$ cat src/hdl/ta_defines.svh
`ifndef TA_DEFINES_SVH
`define TA_DEFINES_SVH

// Board geometry
`define TA_BOARD_N     19
`define TA_CELL_W      2
`define TA_BOARD_W     (`TA_BOARD_N * `TA_BOARD_N * `TA_CELL_W)

// Diagonals shorter than 6 cells are never scanned
`define TA_DIAG_MAX    13

// 19 rows, 19 columns, 27 diagonals, 27 anti-diagonals
`define TA_NUM_LINES   92
`define TA_LINE_IDX_W  7

// Board totals
`define TA_COUNT_W     8

`endif

$ cat src/hdl/ta_result_pkg.sv
`include "ta_defines.svh"

package ta_result_pkg;

// Board total
typedef logic [`TA_COUNT_W-1:0] count_t;

// Threats of one kind within a single line
typedef logic [3:0] line_count_t;

typedef enum logic [1:0]
{
	SEQ_IDLE  = 2'd0,
	SEQ_SCAN  = 2'd1,
	SEQ_DRAIN = 2'd2
} seq_state_t;

endpackage

$ cat src/hdl/threat_accumulator.sv
`timescale 1ns/1ps

module threat_accumulator import ta_result_pkg::*;
(
	input  logic        clk,
	input  logic        arst_n,
	input  logic        scan_start,
	input  logic        counts_valid,
	input  line_count_t t4_b,
	input  line_count_t t3_b,
	input  line_count_t t2_b,
	input  line_count_t t4_w,
	input  line_count_t t3_w,
	input  line_count_t t2_w,
	output count_t      num_t4_b,
	output count_t      num_t3_b,
	output count_t      num_t2_b,
	output count_t      num_t4_w,
	output count_t      num_t3_w,
	output count_t      num_t2_w
);

// Totals hold between scans
always_ff @(posedge clk or negedge arst_n)
begin
	if (!arst_n)
	begin
		num_t4_b <= '0;
		num_t3_b <= '0;
		num_t2_b <= '0;
		num_t4_w <= '0;
		num_t3_w <= '0;
		num_t2_w <= '0;
	end
	else if (scan_start)
	begin
		num_t4_b <= '0;
		num_t3_b <= '0;
		num_t2_b <= '0;
		num_t4_w <= '0;
		num_t3_w <= '0;
		num_t2_w <= '0;
	end
	else if (counts_valid)
	begin
		num_t4_b <= num_t4_b + count_t'(t4_b);
		num_t3_b <= num_t3_b + count_t'(t3_b);
		num_t2_b <= num_t2_b + count_t'(t2_b);
		num_t4_w <= num_t4_w + count_t'(t4_w);
		num_t3_w <= num_t3_w + count_t'(t3_w);
		num_t2_w <= num_t2_w + count_t'(t2_w);
	end
end

endmodule

$ cat config.mk
export PLATFORM = sky130hd
export DESIGN_NAME = threat_accumulator
export DESIGN_NICKNAME = d
export VERILOG_FILES = /design/src/hdl/ta_result_pkg.sv /design/src/hdl/threat_accumulator.sv
export VERILOG_INCLUDE_DIRS = /design/src /design/src/hdl
export SDC_FILE = /design/constraint.sdc
export NUM_CORES = 1
export LEC_CHECK = 0
export ABC_AREA = 1
export BUFFER_PORTS_ARGS = -buffer_cell sky130_fd_sc_hd__buf_2
export CAP_MARGIN = 15
export CORE_MARGIN = 1
export CORE_UTILIZATION = 57
export CTS_CLUSTER_DIAMETER = 100
export DETAILED_ROUTE_END_ITERATION = 7
export PLACE_DENSITY = 0.85
export SYNTH_ARGS = -nofsm -noshare
export SYNTH_HDL_FRONTEND = slang
export SYNTH_SLANG_ARGS = --single-unit
export TNS_END_PERCENT = 20
$ cat constraint.sdc
create_clock -name clk -period 2.55 [get_ports clk]
set_input_delay 0.3825 -clock clk [delete_from_list [all_inputs] [get_ports clk]]
set_output_delay 0.3825 -clock clk [all_outputs]
set_load 0.05 [all_outputs]
==> reports/metrics.csv, run 1 <==
stage,metric,value,unit
final_layout,final_area,3560,um2
floorplan,start_util,0.592,
placed_design,hpwl,4900,um
grt,grt_max_degree,49,
final_layout,antenna_cells,0,
pwr,total_power,1.94,mW
grt,overflow,0,
placed_design,gp_congestion,0.880,
placed_design,numPortBuffers,75,
critical_path,r2r_setup_slack,0.93,ns
floorplan,row_count,26,
grt,antenna_found_initial,0,
timing,slew_headroom,0.503,
yosys,synth_nets,436,
yosys,synthCells,378,
cts,clk_latency,0.30,ns
cts,root_buffer,clkbuf_8,
critical_path,endpoint_kind,flop,
timing,max_clock_freq,616,MHz
yosys,synth.cell_area,3020,um2
final_layout,syn_to_final_growth,17.7,%
timing,finalSetupViolCount,0,
cts,clkTransAtPathRegs,0.08,ns
yosys,netlist.area_leader.share,0.397,
timing,fin_skew,0.00306,ns
pwr,power_density,545,nW/um2
critical_path,r2r-end,num_t3_b[4],
drt,dr.pass1.iters,4,
drt,postRouteAntennaNets,0,
hold_path,min_path_type,in2async,
grt,track_usage,0.258,
drt,drt-total-wl,6730,um
grt,grt_pass1_wl,11000,um
yosys,synth_top_family_by_area,simple AND/OR/NAND/NOR gates,
yosys,synth_top_cell_by_area,dfrtp_1,
run,max_cap_viol_count,0,
final_layout,seqCellArea,1200,um2
critical_path,reg2reg_depth,7,
floorplan,die_y,74.8,um
yosys,synth_compound_area_frac,0.104,
cts,cts_buffer_depth,2,
yosys,async_flop_share,1.00,
yosys,synth-adder-area-share,0.139,
critical_path,reg2reg_from,num_t3_b[0],
timing,finalHoldViolCount,0,
yosys,synthFlopType,dfrtp_1,
timing,finalCriticalPeriod,1.62,ns
yosys,synth_edf_count,0,
final_layout,fill_cells,429,
final_layout,multi_input_area,1600,um2
cts,cts_buffers,5,
cts,cts.sinks,48,
run_status,status,completed,
yosys,synth_warnings,0,
final_layout,drive_above_1_share,0.193,
floorplan,core_region_area,5110,um2
drt,via_per_inst,5.35,
timing,tns,0,ns
critical_path,startpoint_type,flop,
drt,vias,2813,
cts,post-cts-setup-buffers,0,
yosys,ys_ff_latch,48,
yosys,synthTopCellsByArea,"dfrtp_1, nand2_1, ha_1, inv_1, nor2_1",
cts,cts.htree.levels,2,
cts,cts_resized,0,
timing,fin_crit_sh,0.637,
grt,grt_pass1_vias,2574,
cts,cts_tree,done,
yosys,synth_xor_area_frac,0.0174,
drt,wl_per_cell,12.8,um
final_layout,design.final.nets,513,
critical_path,worstSetupPathType,reg2reg,
timing,max_slew.worst_pin.slew,0.744,ns
timing,rsz0062_at_grt,no,
critical_path,cp_max_fo,3,
critical_path,cp.arrival,1.85,ns
drt,drt_iter0_drc,143,
yosys,synth.avg_cell_area,8.00,um2
yosys,yosysUniqueCellTypes,22,
drt,drcViolationCount,0,
critical_path,required,2.77,ns
cts,cts-hold-fix-buffers,0,
pwr,power_leakage,1.98,nW
yosys,synth-simple-area-share,0.268,
critical_path,cp-startpoint,num_t3_b[0],
yosys,yosys-mux-area-fraction,0,
placed_design,dpl-instance-area,3470,um2
timing,report.final.slew_viol_count,0,
floorplan,dieArea,5600,um2
pwr,peakVddDrop,0.379,mV
floorplan,io_pins,76,
floorplan,dieWidth,74.8,um
yosys,synth-seq-area-share,0.397,
[per-layer routing]
| metal | vias up | track usage | part of all wire |
|---|---|---|---|
| met4 | 0 | 0.0734 | 0.0092 |
| met3 | 7 | 0.0321 | 0.039 |
| met5 | - | 0 | 0 |
| met2 | 77 | 0.475 | 0.52 |
| met1 | 1325 | 0.317 | 0.44 |
| li1 | 1404 | - | - |
[power by group]
part	total (mW)	switching, mW	internal, mW
clock network	0.460	0.239	0.221
logic	0.610	0.420	0.189
registers	0.870	0.0574	0.813
[final cells by class]
type                            instances  share of cell area
Multi-Input combinational cell        278               0.450
Sequential cell                        48               0.338
Timing Repair Buffer                   79               0.117
Inverter                               43              0.0454
Clock buffer                            8              0.0253
Tap cell                               70              0.0246
[how the worst max path moves through the flow]
stage | slack (ns) | to | depth (start not counted)
finish | 0.93 | num_t3_b[4] | 7
global route | 0.77 | num_t3_b[4] | 7
CTS | 0.93 | num_t3_b[4] | 7
detailed placement | 0.85 | num_t2_b[4] | 8
global placement | 0.90 | num_t2_b[4] | 8
floorplan | 0.82 | num_t4_b[6] | 6
[per-stage QoR]
stage	cells	util	worst slack [ns]	hold slack, ns
finish	526	0.696	0.926	0.0476
global route	526	0.696	0.769	0.0884
CTS	526	0.696	0.928	0.0665
detailed placement	518	0.679	0.845	0.386
global placement	518	0.679	0.898	0.387
floorplan	378	-	0.818	0.0869
[state kept, by name (all words and copies together) (netlist names)]
signal    flops
num_t3_b      8
num_t3_w      8
num_t4_b      8
num_t2_b      8
num_t2_w      8
num_t4_w      8
[logic make-up (layout without fill, tap and decap cells)]
family,count (synthesis),after routing
simple gates,188,188
xor+xnor,6,6
buf+inv,52,130
compound gates,54,54
flops,48,48
fa+ha+maj,30,30
[cell usage in the layout (no fill, tap or decap)]
| cell type | netlist | routed |
|---|---|---|
| nor3_1 | 6 | 6 |
| buf_4 | 2 | 3 |
| clkbuf_1 | 1 | 2 |
| buf_12 | 0 | 1 |
| nand4_1 | 10 | 10 |
| nand3_1 | 26 | 26 |
| clkbuf_8 | 0 | 6 |
| ha_1 | 24 | 24 |
| dfrtp_1 | 48 | 48 |
| a22o_1 | 12 | 12 |
| nor2_1 | 36 | 36 |
| nor2_4 | 1 | 1 |
| o21ai_0 | 17 | 17 |
| a21oi_1 | 25 | 25 |
| buf_2 | 4 | 75 |
| nor3b_1 | 2 | 2 |
| inv_1 | 42 | 42 |
| inv_2 | 1 | 1 |
| nand3b_1 | 6 | 6 |
| fa_1 | 6 | 6 |
| nand2_1 | 100 | 100 |
| nor2_2 | 1 | 1 |
| xnor2_1 | 6 | 6 |
[cell usage after synthesis (2+ instances only)]
| cell type | instances |
|---|---|
| a22o_1 | 12 |
| xnor2_1 | 6 |
| o21ai_0 | 17 |
| fa_1 | 6 |
| buf_4 | 2 |
| ha_1 | 24 |
| nor3_1 | 6 |
| nor2_1 | 36 |
| nor3b_1 | 2 |
| nand4_1 | 10 |
| inv_1 | 42 |
| dfrtp_1 | 48 |
| nand2_1 | 100 |
| buf_6 | 2 |
| nand3_1 | 26 |
| nand3b_1 | 6 |
| buf_2 | 4 |
| a21oi_1 | 25 |
[worst max-delay path, stage by stage (launching register included)]
cell and delay (ns):
dfrtp_1 0.41, ha_1 0.23, fa_1 0.41, nand3_1 0.09, nand2_1 0.09, nand2_1 0.08
o21ai_0 0.08, a21oi_1 0.16
Note: power is estimated with default switching activity, not from simulation.
==> run 2: changes to the inputs <==
--- a/config.mk
+++ b/config.mk
@@ -6,14 +6,14 @@
 export SDC_FILE = /design/constraint.sdc
 export NUM_CORES = 1
 export LEC_CHECK = 0
-export ABC_AREA = 1
+export ABC_AREA = 0
 export BUFFER_PORTS_ARGS = -buffer_cell sky130_fd_sc_hd__buf_2
 export CAP_MARGIN = 15
 export CORE_MARGIN = 1
-export CORE_UTILIZATION = 57
+export CORE_UTILIZATION = 53
 export CTS_CLUSTER_DIAMETER = 100
 export DETAILED_ROUTE_END_ITERATION = 7
-export PLACE_DENSITY = 0.85
+export PLACE_DENSITY = 0.8
 export SYNTH_ARGS = -nofsm -noshare
 export SYNTH_HDL_FRONTEND = slang
 export SYNTH_SLANG_ARGS = --single-unit
==> constraint.sdc (replaced) <==
create_clock -name clk -period 1.5 [get_ports clk]
set_input_delay 0.225 -clock clk [delete_from_list [all_inputs] [get_ports clk]]
set_output_delay 0.225 -clock clk [all_outputs]
set_load 0.05 [all_outputs]
==> run 2 against run 1 <==
The run now ends with setup timing left. Worst hold slack better by 0.25 ns. Count of clock-buffer cells in the layout down 1. Flip-flop and latch count unchanged. First-iteration DRC count down 4.2%. Synthesized cell count down 24%. Register-to-register slack worse by 1.1 ns. Largest cell class unchanged. Global-route usage up 0.14 points. Die area up 1.8%. Cell count down 10%. Sequential share of layout area down 3.5 points.
==> reports/metrics.csv, run 2 <==
stage,metric,value,unit
critical_path,required,1.68,ns
critical_path,critPathBufInv,0,
yosys,synth.cell_area,2860,um2
hold_path,whs_path_depth,4,
timing,rsz0062_at_grt,yes,
yosys,synth.avg_cell_area,10.0,um2
yosys,synth_warnings,0,
final_layout,final_common_cell,buf_2,
grt,grt_pass1_wl,11100,um
timing,finalSetupViolCount,23,
timing,slew_headroom,0.677,
timing,max_clock_freq,601,MHz
drt,wl_per_cell,15.6,um
drt,via_per_inst,5.68,
placed_design,hpwl,4910,um
cts,cts.sinks,48,
hold_path,min_path_type,in2reg,
pwr,power_density,898,nW/um2
critical_path,crit_chain,ha_4 > fa_2 > a211oi_4 > nor3_2 > xnor2_1 > nor2_1,
hold_path,holdCritStartpoint,t4_w[0],
run,max_cap_viol_count,0,
drt,drt-total-wl,7360,um
yosys,synth_edf_count,0,
critical_path,reg2reg_depth,6,
yosys,synth.most_common_cell,dfrtp_1,
pwr,peakVddDrop,0.493,mV
timing,finalHoldViolCount,0,
floorplan,row_count,26,
yosys,synth_nets,344,
yosys,synthCells,286,
drt,drt_iter0_drc,137,
critical_path,r2r-end,num_t4_b[6],
cts,cts_tree,done,
critical_path,worstSetupPathType,reg2reg,
yosys,async_flop_share,1.00,
yosys,synth_top_cell_by_area,dfrtp_1,
timing,fin_crit_sh,1.11,
placed_design,numPortBuffers,75,
cts,clk_latency,0.31,ns
final_layout,multi_input_area,1930,um2
floorplan,start_util,0.557,
grt,grt_max_degree,49,
cts,cts_buffer_depth,2,
grt,overflow,0,
timing,setup_ws,-0.164,ns
timing,fin_skew,0.0134,ns
timing,finalCriticalPeriod,1.66,ns
cts,root_buffer,clkbuf_8,
critical_path,cp_max_fo,3,
critical_path,cp.arrival,1.85,ns
pwr,total_power,3.65,mW
critical_path,endpoint_kind,flop,
cts,cts_buffers,5,
floorplan,die_y,75.5,um
cts,cts.htree.levels,2,
floorplan,dieArea,5700,um2
drt,drcViolationCount,0,
drt,postRouteAntennaNets,0,
critical_path,cpMaxStageDelayCell,dfrtp_2,
pwr,power_leakage,1.84,nW
yosys,synthTopCellsByCount,"dfrtp_1, nor2_1, a21oi_1, ha_1, o21ai_0",
timing,max_slew.worst_pin.slew,0.483,ns
critical_path,reg2reg_from,num_t4_b[0],
timing,report.final.slew_viol_count,0,
floorplan,dieWidth,75.5,um
grt,grt_pass1_vias,2509,
drt,dr.pass1.iters,4,
floorplan,core_region_area,5140,um2
drt,vias,2686,
yosys,synthTopCellsByArea,"dfrtp_1, ha_1, xnor2_1, nor2_1, a21oi_1",
critical_path,path_delay_family,adder cells,
yosys,yosysUniqueCellTypes,33,
critical_path,slowest_delay,0.43,ns
final_layout,drive_above_1_share,0.463,
final_layout,fill_cells,344,
grt,track_usage,0.259,
placed_design,gp_congestion,0.839,
final_layout,seqCellArea,1230,um2
critical_path,startpoint_type,flop,
run_status,failed_checks,setup timing,
grt,antenna_found_initial,1,
yosys,synth-seq-area-share,0.420,
final_layout,design.final.nets,459,
timing,hold_ws,0.300,ns
yosys,ys_ff_latch,48,
final_layout,syn_to_final_growth,41.9,%
hold_path,whs_endpoint,num_t4_w[0],
yosys,netlist.area_leader.share,0.420,
cts,clkTransAtPathRegs,0.09,ns
run_status,status,"complete, but fails checks",
yosys,synthFlopType,dfrtp_1,
critical_path,r2r_setup_slack,-0.16,ns
final_layout,layout.cells.most_common_list,"buf_2, buf_4, nor2_1",
floorplan,io_pins,76,
## run 2: cell types whose count changed after synthesis, moves of 5 or more
cell and delta:
a22o_1 -12, o21a_1 +5, or3_1 +13, a211oi_1 +11
mux2i_1 +12, o21ai_0 +7, inv_1 -41, nand3_1 -20
nand2_1 -85, nand3b_1 -6, xnor2_1 +10
## run 2: worst register-to-register path, stage by stage, from the launching register on
cell and delay (ns):
dfrtp_2 0.43, ha_4 0.17, fa_2 0.37, a211oi_4 0.28, nor3_2 0.09, xnor2_1 0.15
nor2_1 0.05
## run 2: cell families after synthesis
logic type	after synthesis	share of synthesized area
and+or+nand+nor	87	0.143
xor gates and xnor gates	16	0.0489
AOI/OAI and AO/OA	82	0.178
adders and majority gates	30	0.147
muxes	12	0.0420
buffers and inverters	11	0.0214
DFF	48	0.420
## run 2: how the worst max path moves through the flow
stage | start | end | slack, ns | cells past startpoint
final | num_t4_b[0] | num_t4_b[6] | -0.16 | 6
after global routing | num_t4_b[0] | num_t4_b[6] | -0.21 | 6
after CTS | num_t2_b[0] | num_t2_b[6] | -0.12 | 6
after detailed placement | num_t2_b[0] | num_t2_b[6] | -0.14 | 6
after global placement | num_t2_b[0] | num_t2_b[6] | -0.08 | 6
after floorplan | num_t2_b[0] | num_t2_b[6] | -0.21 | 6
## run 2: power breakdown
part	leakage (nW)	switching, mW	internal (mW)
clock network	0.0422	0.437	0.329
logic	1.17	0.811	0.590
registers	0.619	0.0962	1.38
total	1.84	1.34	2.30
## run 2: cell type report
| class | instances | area share |
|---|---|---|
| antenna | 1 | 0.000616 |
| sequential | 48 | 0.303 |
| timing repair buffer | 118 | 0.179 |
| multi-input combinational | 227 | 0.476 |
| clock inverter | 1 | 0.00123 |
| tap | 70 | 0.0216 |
| inverter | 1 | 0.000924 |
| clock buffer | 7 | 0.0188 |
## run 2: per-layer routing
layer | global-route usage | vias up | routed length [um]
met4 | 0.103 | 0 | 134
met2 | 0.446 | 88 | 3730
met5 | 0 | - | 0
li1 | - | 1274 | -
met3 | 0.0503 | 14 | 367
met1 | 0.322 | 1310 | 3130
## run 2: metrics by stage
stage / cells / cell area [um2] / TNS [ns] / worst slack (ns) / utilization
5_1_grt: 472 / 4060 / -3.40 / -0.212 / 0.790
3_3_place_gp: 461 / 3700 / -1.05 / -0.0831 / 0.720
3_5_place_dp: 461 / 3700 / -1.94 / -0.137 / 0.720
2_1_floorplan: 286 / 2970 / -4.41 / -0.205 / -
4_1_cts: 470 / 3920 / -1.06 / -0.120 / 0.763
6_report: 473 / 4060 / -1.51 / -0.164 / 0.790
## run 2: timing repair
action / in CTS / in global routing
hold endpoints to repair: 48 / 0
pin swaps: 22 / 8
hold buffers: 1 / 0
endpoints found under the setup margin: 30 / 33
gates resized for setup: 22 / 18
setup buffers: 0 / 2
