**config.mk**
```make
export PLATFORM = sky130hd
export DESIGN_NAME = run_scanner
export DESIGN_NICKNAME = d
export VERILOG_FILES = /design/src/hdl/ta_board_pkg.sv /design/src/hdl/ta_result_pkg.sv /design/src/hdl/run_scanner.sv
export VERILOG_INCLUDE_DIRS = /design/src /design/src/hdl
export SDC_FILE = /design/constraint.sdc
export NUM_CORES = 1
export LEC_CHECK = 0
export BUFFER_PORTS_ARGS = -buffer_cell sky130_fd_sc_hd__buf_2
export CAP_MARGIN = 20
export CORE_ASPECT_RATIO = 1.2
export CORE_MARGIN = 2
export CORE_UTILIZATION = 50
export DETAILED_ROUTE_END_ITERATION = 10
export PLACE_DENSITY = 0.77
export SLEW_MARGIN = 20
export SYNTH_ARGS = -nofsm -noshare
export SYNTH_HDL_FRONTEND = slang
export SYNTH_SLANG_ARGS = --single-unit
```
**constraint.sdc**
```tcl
create_clock -name clk -period 0.8 [get_ports clk]
set_clock_uncertainty 0.1 [all_clocks]
set_input_delay 0.08 -clock clk [delete_from_list [all_inputs] [get_ports clk]]
set_output_delay 0.08 -clock clk [all_outputs]
set_load 0.05 [all_outputs]
```
**src/hdl/ta_defines.svh**
```systemverilog
`ifndef TA_DEFINES_SVH
`define TA_DEFINES_SVH

// Board geometry
`define TA_BOARD_N     19
`define TA_CELL_W      2
`define TA_BOARD_W     (`TA_BOARD_N * `TA_BOARD_N * `TA_CELL_W)

// Diagonals shorter than 6 cells are never scanned
`define TA_DIAG_MAX    13

// 19 rows, 19 columns, 27 diagonals, 27 anti-diagonals
`define TA_NUM_LINES   92
`define TA_LINE_IDX_W  7

// Board totals
`define TA_COUNT_W     8

`endif

```
**src/hdl/ta_board_pkg.sv**
```systemverilog
`include "ta_defines.svh"

package ta_board_pkg;

// Cell encoding on the board bus where 3 counts as empty
typedef enum logic [`TA_CELL_W-1:0]
{
	CELL_EMPTY = 2'd0,
	CELL_BLACK = 2'd1,
	CELL_WHITE = 2'd2,
	CELL_RSVD  = 2'd3
} cell_t;

// Scan order of the line groups
typedef enum logic [1:0]
{
	DIR_ROW  = 2'd0,
	DIR_COL  = 2'd1,
	DIR_DIAG = 2'd2,
	DIR_ANTI = 2'd3
} line_dir_t;

endpackage

```
**src/hdl/ta_result_pkg.sv**
```systemverilog
`include "ta_defines.svh"

package ta_result_pkg;

// Board total
typedef logic [`TA_COUNT_W-1:0] count_t;

// Threats of one kind within a single line
typedef logic [3:0] line_count_t;

typedef enum logic [1:0]
{
	SEQ_IDLE  = 2'd0,
	SEQ_SCAN  = 2'd1,
	SEQ_DRAIN = 2'd2
} seq_state_t;

endpackage

```
**src/hdl/run_scanner.sv**
```systemverilog
`timescale 1ns/1ps
`include "ta_defines.svh"

module run_scanner import ta_board_pkg::*, ta_result_pkg::*;
(
	input  logic        clk,
	input  logic        arst_n,
	input  cell_t       line_cells [`TA_BOARD_N],
	input  logic        cells_valid,
	output line_count_t t4_b,
	output line_count_t t3_b,
	output line_count_t t2_b,
	output line_count_t t4_w,
	output line_count_t t3_w,
	output line_count_t t2_w,
	output logic        counts_valid
);

line_count_t tally_b [2:4];
line_count_t tally_w [2:4];

always_comb
begin
	cell_t padded [`TA_BOARD_N + 1];
	cell_t run_col;
	int run_len;
	// Reserved code reads as empty and one empty cell closes the last run
	for (int i = 0; i < `TA_BOARD_N; i++)
		padded[i] = (line_cells[i] == CELL_RSVD) ? CELL_EMPTY : line_cells[i];
	padded[`TA_BOARD_N] = CELL_EMPTY;
	tally_b = '{default: '0};
	tally_w = '{default: '0};
	run_col = CELL_EMPTY;
	run_len = 0;
	for (int i = 0; i <= `TA_BOARD_N; i++)
	begin
		if (padded[i] == run_col && padded[i] != CELL_EMPTY)
			run_len = run_len + 1;
		else
		begin
			// Only exact runs of 2, 3 or 4 count
			if (run_len >= 2 && run_len <= 4)
			begin
				if (run_col == CELL_BLACK)
					tally_b[run_len] = tally_b[run_len] + 1'b1;
				else
					tally_w[run_len] = tally_w[run_len] + 1'b1;
			end
			run_col = padded[i];
			run_len = (padded[i] == CELL_EMPTY) ? 0 : 1;
		end
	end
end

always_ff @(posedge clk)
begin
	t4_b <= tally_b[4];
	t3_b <= tally_b[3];
	t2_b <= tally_b[2];
	t4_w <= tally_w[4];
	t3_w <= tally_w[3];
	t2_w <= tally_w[2];
end

always_ff @(posedge clk or negedge arst_n)
begin
	if (!arst_n)
		counts_valid <= 1'b0;
	else
		counts_valid <= cells_valid;
end

endmodule

```
==> results of run 1 <==
## routing by layer
layer / overflow / GRT usage (%)
met1: 50 / 77.6
met2: 2052 / 117
met3: 24 / 62.9
met4: 526 / 97.2
met5: 4 / 22.5
## kinds of logic after synthesis
kind of cell | synth area share, %
and+or+nand+nor | 32.5
AOI/OAI and AO/OA | 35.5
buffers and inverters | 5.64
muxes | 8.88
xor gates and xnor gates | 6.68
adders and majority gates | 8.10
DFF | 2.64
other | 0.0196
## stage by stage
| step | utilization, % | cell area, um^2 | TNS (ns) |
|---|---|---|---|
| 3_3_place_gp | 80.1 | 30300 | -317.21 |
| 3_5_place_dp | 80.1 | 30300 | -346.45 |
| 4_1_cts | 85.4 | 32300 | -314.92 |
| 2_1_floorplan | - | 20000 | -306.02 |
## what timing repair did
item | CTS
hold buffers | 2
pin swaps | 85
hold endpoints to repair | 2
setup buffers | 72
setup endpoints to repair | 49
gates resized for setup | 319
==> impl_summary.txt, run 1 <==
----------------------------------------------------
[Synthesis]
  Yosys synthesis warning count ... 0
  Number of library cell types mapped by synthesis ... 134
  Share of flip-flops with an asynchronous set or reset ... 4.00%
  Register area share after synthesis ... 2.64%
  Top-count cell post-synth ... sky130_fd_sc_hd__nand2_1
  Proportion of netlist area held by the largest area contributor ... 8.10%
  Flops & latches, synth ... 25
  Mapped Cells ... 2847
  Synthesized area ... 19200 um^2
  EDFF count, synth ... 0
  Syn avg cell area ... 6.73 um^2
  Primary FF master, synth ... sky130_fd_sc_hd__dfxtp_1
  Main area contributors after synthesis ... sky130_fd_sc_hd__ha_1 8.1%, sky130_fd_sc_hd__nand2_1 5.1%, sky130_fd_sc_hd__nor2_1 4.9%
  Cell types with the highest counts after synthesis ... 261 x sky130_fd_sc_hd__nand2_1, 248 x sky130_fd_sc_hd__nor2_1, 149 x sky130_fd_sc_hd__inv_1, 146 x sky130_fd_sc_hd__a21oi_1, 145 x sky130_fd_sc_hd__nand3_1
  Top cell type by total area after synthesis ... sky130_fd_sc_hd__ha_1

[GRT]
  Global route overflow ... 2656
  First-pass GRT wire length ... 278000 um
  Largest net degree at the start of global routing ... 21
  GRT Overall Usage ... 86.5%
  Vias in the first global route ... 43400

[Run status]
  Last stage the flow got to ... 5_1_grt
  Result of the run ... did not finish
  Error that ended the run ... [ERROR GRT-0116] Global routing finished with congestion. Check the congestion regions in the DRC Viewer.

[Placed design]
  Number of buffers added on ports ... 65
  Final estimated routing congestion in global placement ... 1.22
  Dpl ws ... -15.99 ns
  Post-Place Cells ... 4593
  Half-perimeter wire length after placement ... 90000 um

[Clocking]
  Clock root buffer master ... sky130_fd_sc_hd__clkbuf_16
  Sinks on the clock net ... 25
  Count of H-tree levels built during CTS ... 1
  Number of buffers inserted during clock tree synthesis ... 3
  Clock Tree Buf Depth ... 2

[Floorplanning]
  Standard-cell row count ... 78
  Top-level port count ... 66
  Starting utilization of the core area ... 50.7%
  Die width ... 183 um
  Die boundary height ... 218 um

----------------------------------------------------
==> run 2: changes to the inputs <==
--- a/config.mk
+++ b/config.mk
@@ -8,11 +8,10 @@
 export LEC_CHECK = 0
 export BUFFER_PORTS_ARGS = -buffer_cell sky130_fd_sc_hd__buf_2
 export CAP_MARGIN = 20
-export CORE_ASPECT_RATIO = 1.2
 export CORE_MARGIN = 2
-export CORE_UTILIZATION = 50
+export CORE_UTILIZATION = 35
 export DETAILED_ROUTE_END_ITERATION = 10
-export PLACE_DENSITY = 0.77
+export PLACE_DENSITY_LB_ADDON = 0.15
 export SLEW_MARGIN = 20
 export SYNTH_ARGS = -nofsm -noshare
 export SYNTH_HDL_FRONTEND = slang
==> run 2 against run 1 <==
  * The flow now finishes, with violations (negative setup slack)
  * Synthesized cell count unchanged
  * Area after synthesis unchanged
==> impl_summary.txt, run 2 <==
----------------------------------------------------
[STA]
  Min Tclk post-route ... 15.25 ns
  Endpoints failing setup ... 49
  Worst-Margin Slew ... 0.933 ns
  RSZ-0062 raised after global routing ... yes
  Hold slack final ... 0.0143 ns
  Maximum clock rate ... 0.0656 GHz
  Number of endpoints with negative hold slack in the final report ... 0
  Slew headroom ... 36.2%
  Final worst-path setup slack ... -14.45 ns
  Final clock period utilization by the worst path ... 1910%
  Number of max-slew violations in the final report ... 0

[GRT]
  Met1 Resource Use GR ... 47.5%
  First-pass GRT wire length ... 165000 um
  Global-route met3 utilization ... 4.66%
  Vias in the first global route ... 29600
  Largest net degree at the start of global routing ... 21
  Antenna violations before repair ... 1
  Peak-usage layer in the global routing report ... met2
  Global route overflow ... 0
  GR met2 Demand/Resource ... 62.3%
  GRT Overall Usage ... 36.6%

[Synthesis]
  EDFF count, synth ... 0
  Number of library cell types mapped by synthesis ... 134
  Synthesized area ... 19200 um^2
  Register area share after synthesis ... 2.64%
  Primary FF master, synth ... sky130_fd_sc_hd__dfxtp_1
  Top cell type by total area after synthesis ... sky130_fd_sc_hd__ha_1
  Top-count cell post-synth ... sky130_fd_sc_hd__nand2_1
  Share of flip-flops with an asynchronous set or reset ... 4.00%
  Yosys synthesis warning count ... 0
  Proportion of netlist area held by the largest area contributor ... 8.10%
  Flops & latches, synth ... 25
  Mapped Cells ... 2847
  Cell types with the highest counts after synthesis ... 261 x sky130_fd_sc_hd__nand2_1, 248 x sky130_fd_sc_hd__nor2_1, 149 x sky130_fd_sc_hd__inv_1, 146 x sky130_fd_sc_hd__a21oi_1, 145 x sky130_fd_sc_hd__nand3_1
  Main area contributors after synthesis ... sky130_fd_sc_hd__ha_1 8.1%, sky130_fd_sc_hd__nand2_1 5.1%, sky130_fd_sc_hd__nor2_1 4.9%
  Syn avg cell area ... 6.73 um^2

[Worst setup path]
  Most repeated library cell on the critical path ... sky130_fd_sc_hd__ha_4
  Startpoint-to-endpoint class of the critical path ... input pin to flip-flop
  Critical path data arrival time ... 15.30 ns
  Endpoint class of the critical path ... flip-flop
  Highest net fanout along the worst path ... 4
  Stage delay of the slowest cell on the critical path ... 0.48 ns
  Data required time of the worst path ... 0.85 ns
  Critical path launch point type ... input pin
  Cell with the largest stage delay on the worst path ... sky130_fd_sc_hd__or4_4

[Clocking]
  Count of H-tree levels built during CTS ... 1
  Clk slew on worst S/H paths ... 0.06 ns
  Sinks on the clock net ... 25
  Clock root buffer master ... sky130_fd_sc_hd__clkbuf_16
  Clock Tree Buf Depth ... 2
  TritonCTS clock tree ... built
  Number of buffers inserted during clock tree synthesis ... 3

[Routing]
  Wire length reported by the detailed router ... 109000 um
  First-pass detailed-route iteration total ... 6
  Via density ... 5.97
  Via count ... 30100
  Number of remaining DRC errors ... 0
  Routed wire per std cell ... 21.7 um
  Drt initial violations ... 2920
  Post-route antenna net violation count ... 0

[Job]
  Max capacitance violation total ... 0

[Finish]
  Total area of multi-input combinational cells ... 19500 um^2
  Most common cell after layout, fill and taps aside ... sky130_fd_sc_hd__buf_4
  Area grow syn2layout ... 78.0%
  Final layout net count ... 4503
  FF/Latch Area ... 536 um^2
  Most frequent cells in the layout ... 1493 x sky130_fd_sc_hd__buf_4, 248 x sky130_fd_sc_hd__nand2_1, 240 x sky130_fd_sc_hd__nor2_1
  Non-filler instance count after layout ... 5033
  Diodes inserted ... 0
  Share of final-layout standard cells stronger than drive strength 1 ... 48.0%
  Number of fillers in the final layout ... 4918
  Layout Cell Area excl Fill ... 34100 um^2

[Placed design]
  Number of buffers added on ports ... 65
  Placed standard-cell area ... 31400 um^2
  Post-Place Cells ... 4897
  Final estimated routing congestion in global placement ... 1.04
  Half-perimeter wire length after placement ... 92300 um

[Floorplanning]
  Starting utilization of the core area ... 35.5%
  DIE AREA ... 56600 um^2
  Standard-cell row count ... 85
  Top-level port count ... 66
  Die boundary height ... 238 um
  Core area ... 53900 um^2
  Die width ... 238 um

[Worst hold path]
  Path class of the lowest-slack min-delay path ... input pin to asynchronous set/reset pin

[Power and ir drop]
  Design internal power ... 9.86 mW
  Combinational share of power ... 86.2%
  Maximum ir drop on the vdd rail ... 1.03 mV
  Seq pwr share ... 7.9%
  Net switching share of the total power ... 49.0%
  Reported leakage power ... 15.6 nW
  PD cells ... 567 nW/um^2
  Net switching component of the power ... 9.46 mW
  Total power ... 19.3 mW
  Proportion of power drawn by the clock network ... 5.9%

[Run status]
  Result of the run ... complete, but fails checks
  Failing checks ... negative setup slack

----------------------------------------------------
==> run 2: cell counts after synthesis <==
No cell type changed its count.
==> run 2: through the flow <==
stage	util (%)	setup TNS, ns	setup WS, ns
3_3_place_gp	58.2	-327.55	-14.87
6_report	63.2	-321.53	-14.45
5_1_grt	63.2	-331.82	-14.98
2_1_floorplan	-	-306.02	-14.27
4_1_cts	61.7	-321.92	-14.58
3_5_place_dp	58.2	-338.79	-15.49
==> run 2: cell type report <==
type                    instances  area share [%]
well taps                     696            2.55
repair buffers               1606            36.6
flip-flops and latches         25            1.57
inverters                     155            1.81
clock buffers                   3           0.220
multi-input cells            2547            57.2
clock inverters                 1          0.0257
==> run 2: final timing paths <==
kind | from | cells after the start | to
max | line_cells[34] | 81 | t3_b[3]
min | arst_n | 2 | counts_valid
max in group asynchronous | arst_n | 2 | counts_valid
min in group clk | cells_valid | 2 | counts_valid
==> run 2: worst max-delay path, delay by kind of cell <==
kind | cells | cell delay, ns
compound gates | 20 | 4.37
simple gates | 19 | 3.08
mux | 11 | 2.58
fa+ha+maj | 16 | 3.97
buf+inv | 14 | 1.13
xor+xnor | 1 | 0.08
==> run 2: cells by family (layout without fill, tap and decap cells) <==
logic type	after synthesis	count (layout)	share of synthesized area [%]
buf+inv	278	1765	5.64
fa+ha+maj	124	124	8.10
compound gates	903	903	35.5
mux	157	157	8.88
flops	25	25	2.64
xor+xnor	141	141	6.68
other cells	1	4	0.0196
simple gates	1218	1218	32.5
==> run 2: per-layer routing <==
metal | wire length, um | vias up
li1 | - | 14000
met1 | 45700 | 14400
met5 | 13 | -
met3 | 9170 | 274
met2 | 50300 | 1450
met4 | 4240 | 2
==> run 2: what timing repair did <==
item                                   CTS  global route
setup endpoints to repair               49            49
setup buffers                          101            46
endpoints found under the hold margin    2             0
hold buffers                             2             0
cloned                                   0             0
pin swaps                               63            48
gates resized for setup                242           130
==> run 2: power by group through the flow <==
stage,sequential [mW],combinational (mW),clock [mW]
5_1_grt,1.54,17.5,1.18
6_report,1.53,16.6,1.14
3_3_place_gp,1.47,14.4,0
2_1_floorplan,1.93,6.20,0
4_1_cts,1.52,15.7,1.14
3_5_place_dp,1.47,14.6,0
No activity file was read; power rests on OpenSTA's default activity.
==> run 3: changes to the inputs <==
--- a/config.mk
+++ b/config.mk
@@ -6,12 +6,14 @@
 export SDC_FILE = /design/constraint.sdc
 export NUM_CORES = 1
 export LEC_CHECK = 0
+export ABC_CLOCK_PERIOD_IN_PS = 800
 export BUFFER_PORTS_ARGS = -buffer_cell sky130_fd_sc_hd__buf_2
 export CAP_MARGIN = 20
 export CORE_MARGIN = 2
 export CORE_UTILIZATION = 35
 export DETAILED_ROUTE_END_ITERATION = 10
 export PLACE_DENSITY_LB_ADDON = 0.15
+export SKIP_CTS_REPAIR_TIMING = 1
 export SLEW_MARGIN = 20
 export SYNTH_ARGS = -nofsm -noshare
 export SYNTH_HDL_FRONTEND = slang
==> run 3 against run 2 <==
  * The run still ends with negative setup slack left
  * Critical path depth grew 1
  * Die area is the same
  * Worst hold slack lost 0.0060 ns
  * Sequential cell count is the same
  * Power shrank 2.4%
  * Clock-buffer cell count is the same
  * Worst setup slack gained 0.018 ns
  * Combinational power shrank 2%
  * Non-clock buffer count shrank 70
  * Largest power group unchanged
  * Critical path type unchanged
  * Sequential power is essentially flat
==> impl_summary.txt, run 3 (synthesis results as in run 2) <==
----------------------------------------------------
[GRT]
  First-pass GRT wire length ... 160000 um
  Vias in the first global route ... 28500
  Antenna violations before repair ... 1
  GRT Overall Usage ... 35.6%
  Global route overflow ... 0
  Largest net degree at the start of global routing ... 21

[Worst setup path]
  Critical path data arrival time ... 15.29 ns
  Cell with the largest stage delay on the worst path ... sky130_fd_sc_hd__or4_4
  Stage delay of the slowest cell on the critical path ... 0.42 ns
  Critical path launch point type ... input pin
  Endpoint class of the critical path ... flip-flop
  Data required time of the worst path ... 0.86 ns
  Most repeated library cell on the critical path ... sky130_fd_sc_hd__ha_4
  Startpoint-to-endpoint class of the critical path ... input pin to flip-flop
  Highest net fanout along the worst path ... 4

[STA]
  Setup total negative slack ... -317.65 ns
  Endpoints failing setup ... 49
  Number of endpoints with negative hold slack in the final report ... 0
  RSZ-0062 raised after global routing ... yes
  Min Tclk post-route ... 15.23 ns
  Maximum clock rate ... 0.0656 GHz
  Final clock period utilization by the worst path ... 1900%
  Worst-Margin Slew ... 0.934 ns
  Final worst-path setup slack ... -14.43 ns
  Number of max-slew violations in the final report ... 0
  Slew headroom ... 37.2%

[Floorplanning]
  Core area ... 53900 um^2
  Starting utilization of the core area ... 35.5%
  Die boundary height ... 238 um
  DIE AREA ... 56600 um^2
  Die width ... 238 um
  Top-level port count ... 66
  Standard-cell row count ... 85

[Finish]
  Number of fillers in the final layout ... 4985
  FF/Latch Area ... 534 um^2
  Most common cell after layout, fill and taps aside ... sky130_fd_sc_hd__buf_4
  Most frequent cells in the layout ... 1436 x sky130_fd_sc_hd__buf_4, 248 x sky130_fd_sc_hd__nand2_1, 238 x sky130_fd_sc_hd__nor2_1
  Area grow syn2layout ... 74.9%
  Non-filler instance count after layout ... 4963
  Diodes inserted ... 0
  Share of final-layout standard cells stronger than drive strength 1 ... 47.2%
  Final layout net count ... 4433
  Total area of multi-input combinational cells ... 19500 um^2

[Power and ir drop]
  Total power ... 18.9 mW
  Seq pwr share ... 8.1%
  PD cells ... 563 nW/um^2
  Design internal power ... 9.53 mW
  Maximum ir drop on the vdd rail ... 0.931 mV
  Net switching share of the total power ... 49.4%
  Reported leakage power ... 15.2 nW
  Combinational share of power ... 85.8%
  Net switching component of the power ... 9.32 mW
  Proportion of power drawn by the clock network ... 6.1%

[Clocking]
  Clock Tree Buf Depth ... 2
  Number of buffers inserted during clock tree synthesis ... 3
  Sinks on the clock net ... 25
  Clock root buffer master ... sky130_fd_sc_hd__clkbuf_16
  Count of H-tree levels built during CTS ... 1
  TritonCTS clock tree ... built
  Clk slew on worst S/H paths ... 0.06 ns

[Routing]
  Via count ... 29600
  Post-route antenna net violation count ... 0
  Drt initial violations ... 2747
  Via density ... 5.96
  First-pass detailed-route iteration total ... 8
  Wire length reported by the detailed router ... 108000 um
  Routed wire per std cell ... 21.7 um
  Number of remaining DRC errors ... 0

[Placed design]
  Dpl ws ... -15.49 ns
  Number of buffers added on ports ... 65
  Final estimated routing congestion in global placement ... 1.04
  Half-perimeter wire length after placement ... 92300 um
  Post-Place Cells ... 4897

[Run status]
  Failing checks ... negative setup slack
  Result of the run ... complete, but fails checks

[Job]
  Max capacitance violation total ... 0

[Worst hold path]
  Path class of the lowest-slack min-delay path ... input pin to asynchronous set/reset pin

----------------------------------------------------
==> run 3: worst max path at each step <==
stage | slack (ns) | end | depth (start not counted) | from
2_1_floorplan | -14.27 | t2_b[3] | 74 | line_cells[35]
3_3_place_gp | -14.87 | t2_b[3] | 81 | line_cells[35]
3_5_place_dp | -15.49 | t2_b[3] | 82 | line_cells[35]
4_1_cts | -15.24 | t3_b[3] | 82 | line_cells[35]
5_1_grt | -14.99 | t3_b[2] | 83 | line_cells[34]
6_report | -14.43 | t3_b[3] | 82 | line_cells[34]
==> run 3: area by class of cell <==
type	count	area share [%]
clock buffers	3	0.224
clock inverters	1	0.0262
inverters	155	1.83
multi-input cells	2547	58.3
flip-flops and latches	25	1.60
well taps	696	2.60
repair buffers	1536	35.5
==> run 3: power groups by stage <==
stage | sequential (mW) | clock [mW] | combinational, mW
6_report | 1.52 | 1.15 | 16.2
3_3_place_gp | 1.47 | 0 | 14.4
3_5_place_dp | 1.47 | 0 | 14.6
4_1_cts | 1.44 | 1.14 | 14.6
5_1_grt | 1.53 | 1.18 | 17.0
2_1_floorplan | 1.93 | 0 | 6.20
==> run 3: critical path: cells and delay by family <==
kind | cells | cell delay [ns]
AO/OA/AOI/OAI | 20 | 4.17
XOR/XNOR | 1 | 0.08
adder cells (fa/ha/maj) | 16 | 3.88
buffers and inverters | 14 | 1.11
multiplexers | 11 | 2.41
AND/OR/NAND/NOR | 20 | 3.56
==> run 3: through the flow <==
step | hold slack, ns | instance area [um^2] | util, %
global placement | -0.243 | 31400 | 58.2
global route | 0.0161 | 33500 | 62.1
CTS | -0.521 | 31500 | 58.3
finish | 0.00829 | 33500 | 62.1
detailed placement | -0.244 | 31400 | 58.2
floorplan | -0.316 | 20000 | -
==> run 3: routing by layer <==
metal | up-vias | wire length, um | global-route usage, %
met5 | - | 13 | 0
met4 | 2 | 3920 | 11.6
met3 | 223 | 8550 | 4.81
met2 | 1317 | 49700 | 60.1
met1 | 14200 | 45800 | 46.6
li1 | 13800 | - | -
